===== config.mk =====
export PLATFORM = sky130hd
export DESIGN_NAME = debug_ctrl
export DESIGN_NICKNAME = d
export VERILOG_FILES = /design/src/rtl/mips_pkg.sv /design/src/rtl/debug_ctrl.sv
export VERILOG_INCLUDE_DIRS = /design/src /design/src/rtl
export SDC_FILE = /design/constraint.sdc
export NUM_CORES = 1
export LEC_CHECK = 0
export BUFFER_PORTS_ARGS = -buffer_cell sky130_fd_sc_hd__buf_2
export CAP_MARGIN = 20
export CORE_AREA = 2 2 39 41
export CTS_CLUSTER_SIZE = 24
export DETAILED_ROUTE_END_ITERATION = 10
export DIE_AREA = 0 0 41 43
export PLACE_DENSITY_LB_ADDON = 0.2
export SLEW_MARGIN = 10
export SYNTH_ARGS = -nofsm -noshare
export SYNTH_HDL_FRONTEND = slang
export SYNTH_SLANG_ARGS = --single-unit

===== constraint.sdc =====
create_clock -name i_clk -period 2.7 [get_ports i_clk]
set_input_delay 0.405 -clock i_clk [delete_from_list [all_inputs] [get_ports i_clk]]
set_output_delay 0.405 -clock i_clk [all_outputs]
set_load 0.02 [all_outputs]

===== src/rtl/mips_cfg.svh =====
`ifndef MIPS_CFG_SVH
`define MIPS_CFG_SVH

// datapath
`define NB_BITS      32   // data and instruction width
`define NB_REG       5    // register number width

// memories, sizes in words
`define IMEM_DEPTH   64
`define DMEM_DEPTH   32
`define NB_IMEM_ADDR 6
`define NB_DMEM_ADDR 5

`endif


===== src/rtl/mips_pkg.sv =====
`include "mips_cfg.svh"

package mips_pkg;

   typedef logic [`NB_BITS-1:0]      word_t;
   typedef logic [`NB_REG-1:0]       reg_num_t;
   typedef logic [`NB_IMEM_ADDR-1:0] imem_addr_t;
   typedef logic [2:0]               alu_op_t;
   typedef logic [1:0]               fw_sel_t;

   localparam alu_op_t ALU_ADD = 3'd0;
   localparam alu_op_t ALU_SUB = 3'd1;
   localparam alu_op_t ALU_AND = 3'd2;
   localparam alu_op_t ALU_OR  = 3'd3;
   localparam alu_op_t ALU_SLT = 3'd4;

   // operand source in execute
   localparam fw_sel_t FW_RF    = 2'd0;
   localparam fw_sel_t FW_EXMEM = 2'd1;
   localparam fw_sel_t FW_MEMWB = 2'd2;

   localparam logic [5:0] OP_RTYPE = 6'h00;
   localparam logic [5:0] OP_J     = 6'h02;
   localparam logic [5:0] OP_BEQ   = 6'h04;
   localparam logic [5:0] OP_ADDIU = 6'h09;
   localparam logic [5:0] OP_LW    = 6'h23;
   localparam logic [5:0] OP_SW    = 6'h2b;

   // funct field, r-type only
   localparam logic [5:0] FN_ADDU = 6'h21;
   localparam logic [5:0] FN_SUBU = 6'h23;
   localparam logic [5:0] FN_AND  = 6'h24;
   localparam logic [5:0] FN_OR   = 6'h25;
   localparam logic [5:0] FN_SLT  = 6'h2a;

   typedef enum logic [1:0] {
      HALT = 2'd0,
      RUN  = 2'd1,
      STEP = 2'd2
   } dbg_state_t;

endpackage


===== src/rtl/debug_ctrl.sv =====
`timescale 1ns/10ps

module debug_ctrl (
   input  logic i_clk,
   input  logic i_arst_n,
   input  logic i_continue,
   input  logic i_valid,
   output logic o_run_enb
);

   mips_pkg::dbg_state_t state;
   mips_pkg::dbg_state_t state_next;
   logic                 continue_q;
   logic                 valid_q;
   logic                 continue_rise;
   logic                 valid_rise;

   assign continue_rise = i_continue && !continue_q;
   assign valid_rise    = i_valid && !valid_q;

   always_ff @(posedge i_clk or negedge i_arst_n) begin
      if (!i_arst_n) begin
         state      <= mips_pkg::HALT;
         continue_q <= 1'b0;
         valid_q    <= 1'b0;
      end else begin
         state      <= state_next;
         continue_q <= i_continue;
         valid_q    <= i_valid;
      end
   end

   always_comb begin
      state_next = state;
      case (state)
         mips_pkg::HALT: begin
            if (continue_rise) begin
               state_next = mips_pkg::RUN;
            end else if (valid_rise) begin
               state_next = mips_pkg::STEP;
            end
         end
         // single enabled cycle
         mips_pkg::STEP: state_next = continue_rise ? mips_pkg::RUN : mips_pkg::HALT;
         mips_pkg::RUN:  state_next = mips_pkg::RUN;   // left only by reset
         default:        state_next = mips_pkg::HALT;
      endcase
   end

   assign o_run_enb = (state == mips_pkg::RUN) || (state == mips_pkg::STEP);

endmodule


==> results of run 1 <==
==> area by class of cell <==
class	instances	share of cell area, %
Multi-Input combinational cell	7	20.9
Tap cell	16	8.79
Clock buffer	3	9.89
Inverter	2	3.30
Timing Repair Buffer	5	13.2
Sequential cell	4	44.0
==> worst max-delay path: stages (launching register included) <==
cell and delay (ns):
dfrtp_1 0.35, inv_1 0.09, ha_1 0.23, buf_2 0.16
==> metrics by stage <==
step / hold slack [ns] / std cells / area, um^2 / setup slack (ns) / total power (uW)
final: 0.297 / 37 / 228 / 1.23 / 150
after global routing: 0.297 / 37 / 228 / 1.19 / 162
after CTS: 0.286 / 37 / 228 / 1.22 / 156
after detailed placement: 0.218 / 33 / 195 / 1.48 / 76.3
after global placement: 0.215 / 33 / 195 / 1.48 / 76.2
after floorplan: 0.109 / 13 / 155 / 1.58 / 71.2
==> cells in the final DEF (no fill, tap or decap) <==
master	instances
buf_2	4
nand2_1	1
dlygate4sd3_1	1
dfrtp_1	4
ha_1	1
clkbuf_4	3
nand2b_1	2
a21oi_1	2
a311oi_1	1
inv_1	2
==> routing by layer <==
layer	routed length, um	vias to the layer above	part of all wire (%)
met5	0	-	0
met4	0	0	0
met3	23	0	8.0
met2	121	5	42
met1	140	48	49
li1	-	59	-
==> state kept, by name (all words and copies together) (netlist names) <==
| register | flops |
|---|---|
| continue_q | 1 |
| state | 2 |
| valid_q | 1 |
==> cells by family after synthesis <==
family	after synthesis	share of synthesized area, %
AOI/OAI and AO/OA	3	12.1
adders and majority gates	1	8.06
buffers and inverters	2	4.84
DFF	4	64.5
and+or+nand+nor	3	10.5
==> timing repair <==
action | in CTS | in global routing
hold buffers | 1 | 0
setup endpoints to repair | 0 | 0
endpoints found under the hold margin | 4 | 0
==> power breakdown <==
group          internal, uW  switching [uW]
Sequential             63.0           0.452
Clock                  49.7            24.0
Combinational          5.58            7.44
Total                   118            31.9
==> how the worst max path moves through the flow <==
stage                end  slack [ns]  cells past startpoint
2_1_floorplan  o_run_enb        1.58                      2
3_3_place_gp   o_run_enb        1.48                      3
3_5_place_dp   o_run_enb        1.48                      3
4_1_cts        o_run_enb        1.22                      3
5_1_grt        o_run_enb        1.19                      3
6_report       o_run_enb        1.23                      3
==> impl_metrics.json, run 1 <==
{
  "hold_viol_final": 0,
  "worstSetupStartpoint": "state[0]",
  "drtPass1Iterations": 4,
  "synth.net_count": 18,
  "setup_viol": 0,
  "viasPerCell": 3.03,
  "synth_cell_type_count": 7,
  "ir_drop_mv": 0.143,
  "ys_seq_area_share_pct": 64.5,
  "synth_cells": 13,
  "worstPathArrival_ns": 1.06,
  "syn_area_um2": 155,
  "area_growth_pct": 46.8,
  "synth_common_cells": "dfrtp_1, a21oi_1, inv_1, nand2b_1",
  "core_area_um2": 1380,
  "die-area_um2": 1760,
  "die_w_um": 41,
  "clkSinkCount": 4,
  "yosysTopAreaCellShare_pct": 64.5,
  "use_met2_pct": 5.00,
  "rows": 14,
  "numPortBuffers": 4,
  "grt_pass1_vias": 138,
  "status": "finished, final reports clean",
  "route.detailed.drc": 0,
  "met3_usage_pct": 1.57,
  "fin_crit_sh_pct": 54.4,
  "nNetsFinal": 28,
  "synth_most_common_cell": "dfrtp_1",
  "antenna_found_initial": 0,
  "tightest_slew_ns": 0.223,
  "num_vias": 112,
  "ys_ff_latch": 4,
  "ctsResizeCount": 0,
  "worstReg2RegEnd": "state[0]",
  "cap_violations": 0,
  "synth_warnings": 0,
  "cts_tree": "yes",
  "r2r-start": "state[0]",
  "avgSynthCellArea_um2": 11.9,
  "slew_viol_final": 0,
  "clkLatencyLatePin_ns": 0.23,
  "rrSetupSlack_ns": 1.71,
  "initial_core_util_pct": 11.2,
  "cts.clk_slew.worst_paths_ns": 0.04,
  "grt_busiest_layer": "met4",
  "worst-endpoint-required_ns": 2.30,
  "fillers": 155,
  "min_to": "valid_q",
  "synthArstFlopShare_pct": 100,
  "multi_input_area_um2": 47.5,
  "drtAntennaViolNets": 0,
  "drt_wl_total_um": 286,
  "max_freq_mhz": 681,
  "synth-edff-count": 0,
  "grt_pass1_wl_um": 517,
  "skew_ns": 0.00162,
  "whs_path_depth": 1,
  "endpoint_kind": "primary output",
  "synthFlopType": "dfrtp_1",
  "seq_area_um2": 100,
  "relSlewSlack_pct": 85.1,
  "rsz0062_at_grt": "false",
  "startpoint_type": "flop",
  "root_buffer": "clkbuf_4",
  "grt_util_all_layers_pct": 4.94,
  "reg2reg_depth": 4,
  "post_cts_buffers": 0,
  "drive_above_1_share_pct": 33.3,
  "clock_path_buffers": 2,
  "wl_per_cell_um": 7.73,
  "worstSetupPathType": "flop to primary output",
  "hp-class": "primary input to flop",
  "leakagePower_uw": 0.000104,
  "fp.dieH_um": 43,
  "cts-buffers-inserted": 3,
  "fin_setup_tns_ns": 0,
  "final_util_pct": 16.5,
  "antenna_cells": 0,
  "met1_usage_pct": 5.88,
  "drtIter0Drc": 1,
  "synth_largest_area_cell": "dfrtp_1",
  "synth_area_leaders": "dfrtp_1, ha_1, nand2b_1",
  "overflow": 0,
  "cp_max_fo": 3,
  "p_per_area_nw_per_um2": 659,
  "min_from": "i_valid",
  "cts_htree_levels": 1,
  "gp_congestion": 0.601,
  "grt_max_degree": 5,
  "ios": 5,
  "period_needed_ns": 1.47
}
No activity file was read; power rests on OpenSTA's default activity.
==> inputs of run 2 (changes only) <==
Settings changed: ABC_AREA from default to 1.
Clock period 2.7 ns to 1.2 ns, I/O delays scaled along.
==> run 2 against run 1 <==
  * Total power up 110%
  * Worst hold slack worse by 0.21 ns
  * Largest cell class unchanged
  * Design area is 32% higher
  * Flip-flop and latch count did not move
  * Synthesized cell count increased by 54%
  * Critical endpoint unchanged
  * Global-route usage increased by 1.1 points
  * Clock power is 120% higher
  * Largest power group unchanged
==> impl_metrics.json, run 2 <==
{
  "status": "finished, final reports clean",
  "cts_htree_levels": 1,
  "rsz0062_at_grt": "true",
  "fillers": 150,
  "yosysTopAreaCellShare_pct": 53.7,
  "area_growth_pct": 61.1,
  "ys_seq_area_share_pct": 53.7,
  "p_per_area_nw_per_um2": 1070,
  "worstPathArrival_ns": 1.01,
  "drtIter0Drc": 0,
  "tightest_slew_ns": 0.0959,
  "worst-endpoint-required_ns": 1.02,
  "grt_pass1_vias": 168,
  "setup_viol": 0,
  "max_freq_mhz": 842,
  "antenna_cells": 0,
  "slew_viol_final": 0,
  "ir_drop_mv": 0.500,
  "synth_area_leaders": "dfrtp_1, nand2_1, ha_1",
  "synth_cells": 20,
  "syn_area_um2": 186,
  "wl_per_cell_um": 7.38,
  "slowest_delay_ns": 0.37,
  "viasPerCell": 3.49,
  "preCtsSetupSlack_ns": 0.175,
  "p_switching_uw": 64.4,
  "initial_core_util_pct": 13.5,
  "synth_warnings": 0,
  "combPwrFrac_pct": 5.3,
  "gp_congestion": 0.657,
  "synthArstFlopShare_pct": 100,
  "nNetsFinal": 38,
  "rrSetupSlack_ns": 0.31,
  "path_buf_inv": 2,
  "die_w_um": 41,
  "period_needed_ns": 1.19,
  "clkSinkCount": 4,
  "cp_cell_sequence": "inv_2 > ha_4 > buf_6",
  "rows": 14,
  "die-area_um2": 1760,
  "synth.net_count": 25,
  "antenna_found_initial": 0,
  "cts_tree": "yes",
  "synth_largest_area_cell": "dfrtp_1",
  "hp-class": "primary input to flop",
  "startpoint_type": "flop",
  "r2r-start": "state[1]",
  "grt_pass1_wl_um": 607,
  "ios": 5,
  "cp_top_family": "flip-flops",
  "fin_crit_sh_pct": 99.0,
  "drtPass1Iterations": 1,
  "final_cells": 47,
  "num_vias": 164,
  "multi_input_area_um2": 83.8,
  "synth-edff-count": 0,
  "grt_max_degree": 5,
  "drive_above_1_share_pct": 54.8,
  "synth_common_cells": "nand2_1, dfrtp_1, inv_2",
  "endpoint_kind": "primary output",
  "grt_util_all_layers_pct": 6.04,
  "whs_path_depth": 1,
  "fp.dieH_um": 43,
  "seq_area_um2": 100,
  "route.detailed.drc": 0,
  "clkLatencyLatePin_ns": 0.23,
  "reg2reg_depth": 5,
  "cp_max_fo": 2,
  "leakagePower_uw": 0.000144,
  "clockPowerShare_pct": 51.2,
  "synth_most_common_cell": "nand2_1",
  "place_hpwl_um": 256,
  "layout_commonest_cell": "nand2_1",
  "min_to": "valid_q",
  "cts-buffers-inserted": 3,
  "min_from": "i_valid",
  "numPortBuffers": 4,
  "relSlewSlack_pct": 93.6,
  "avgSynthCellArea_um2": 9.32,
  "biggestRegsByFlops": "state: 2 flops, continue_q: 1 flops, valid_q: 1 flops",
  "synth_cell_type_count": 10,
  "switching_share_pct": 20.0,
  "worstSetupPathType": "flop to primary output",
  "cap_violations": 0,
  "intPower_uw": 258,
  "clock_path_buffers": 2,
  "final_util_pct": 21.7,
  "cts.clk_slew.worst_paths_ns": 0.04,
  "drt_wl_total_um": 347,
  "worstReg2RegEnd": "state[0]",
  "skew_ns": 0.00529,
  "ys_ff_latch": 4,
  "setup_ws_ns": 0.0124,
  "p_seq_share_pct": 43.5,
  "top_register": "state",
  "overflow": 0,
  "largest_reg_flops": 2,
  "final_cell_mix": "nand2_1, dfrtp_1",
  "critPathSlowestCell": "dfrtp_1",
  "root_buffer": "clkbuf_4",
  "drtAntennaViolNets": 0,
  "synthFlopType": "dfrtp_1",
  "hold_viol_final": 0,
  "core_area_um2": 1380,
  "dp_cells": 40
}
-- run 2: changes by cell type after synthesis, sizes merged --
cell    previous run  this run
nand3              0         2
nand2b             2         0
nand4              0         1
a21oi              2         1
a311oi             1         0
inv                2         4
nand2              1         7
-- run 2: kinds of logic after synthesis --
kind of cell / share of synthesized area, %
AOI/OAI and AO/OA: 4.70
DFF: 53.7
and+or+nand+nor: 26.8
adders and majority gates: 6.71
buffers and inverters: 8.05
-- run 2: through the flow --
step	area (um^2)	hold slack, ns	setup TNS [ns]	total power, uW
2_1_floorplan	186	-0.116	0	148
3_3_place_gp	226	-0.00619	0	157
3_5_place_dp	226	-0.0107	0	158
4_1_cts	300	0.0748	0	331
5_1_grt	300	0.0725	-0.0315	339
6_report	300	0.0823	0	323
-- run 2: timing repair --
item | CTS | global route
pin swaps | 1 | 0
endpoints found under the hold margin | 4 | 0
gates resized for setup | 3 | 0
setup buffers | 3 | 0
cloned | 0 | 0
setup endpoints to repair | 1 | 1
hold buffers | 1 | 0
-- run 2: layout make-up --
class / instances / share of cell area (%)
clock buffers: 3 / 7.50
inverters: 4 / 5.00
repair buffers: 8 / 19.6
well taps: 16 / 6.67
flip-flops and latches: 4 / 33.3
multi-input cells: 12 / 27.9
-- run 2: how the worst max path moves through the flow --
stage | startpoint | end | slack (ns) | depth (start not counted)
2_1_floorplan | state[0] | o_run_enb | 0.26 | 2
3_3_place_gp | state[0] | o_run_enb | 0.18 | 3
3_5_place_dp | state[0] | o_run_enb | 0.18 | 3
4_1_cts | state[1] | o_run_enb | 0.001 | 3
5_1_grt | state[0] | o_run_enb | -0.03 | 3
6_report | state[1] | o_run_enb | 0.01 | 3
-- run 2: power by group through the flow --
stage               Clock (uW)  Combinational, uW  Sequential [uW]
floorplan                    0               5.74              142
global placement             0               15.6              142
detailed placement           0               15.3              142
CTS                        173               17.8              141
global route               179               20.0              141
finish                     165               17.2              140
-- run 2: metal layers --
layer  wire length, um  GRT usage (%)  vias to the layer above
li1                  -              -                       85
met1               138           5.50                       74
met2               165           6.88                        5
met3                43           7.85                        0
met4                 0           4.00                        0
met5                 0              0                        -
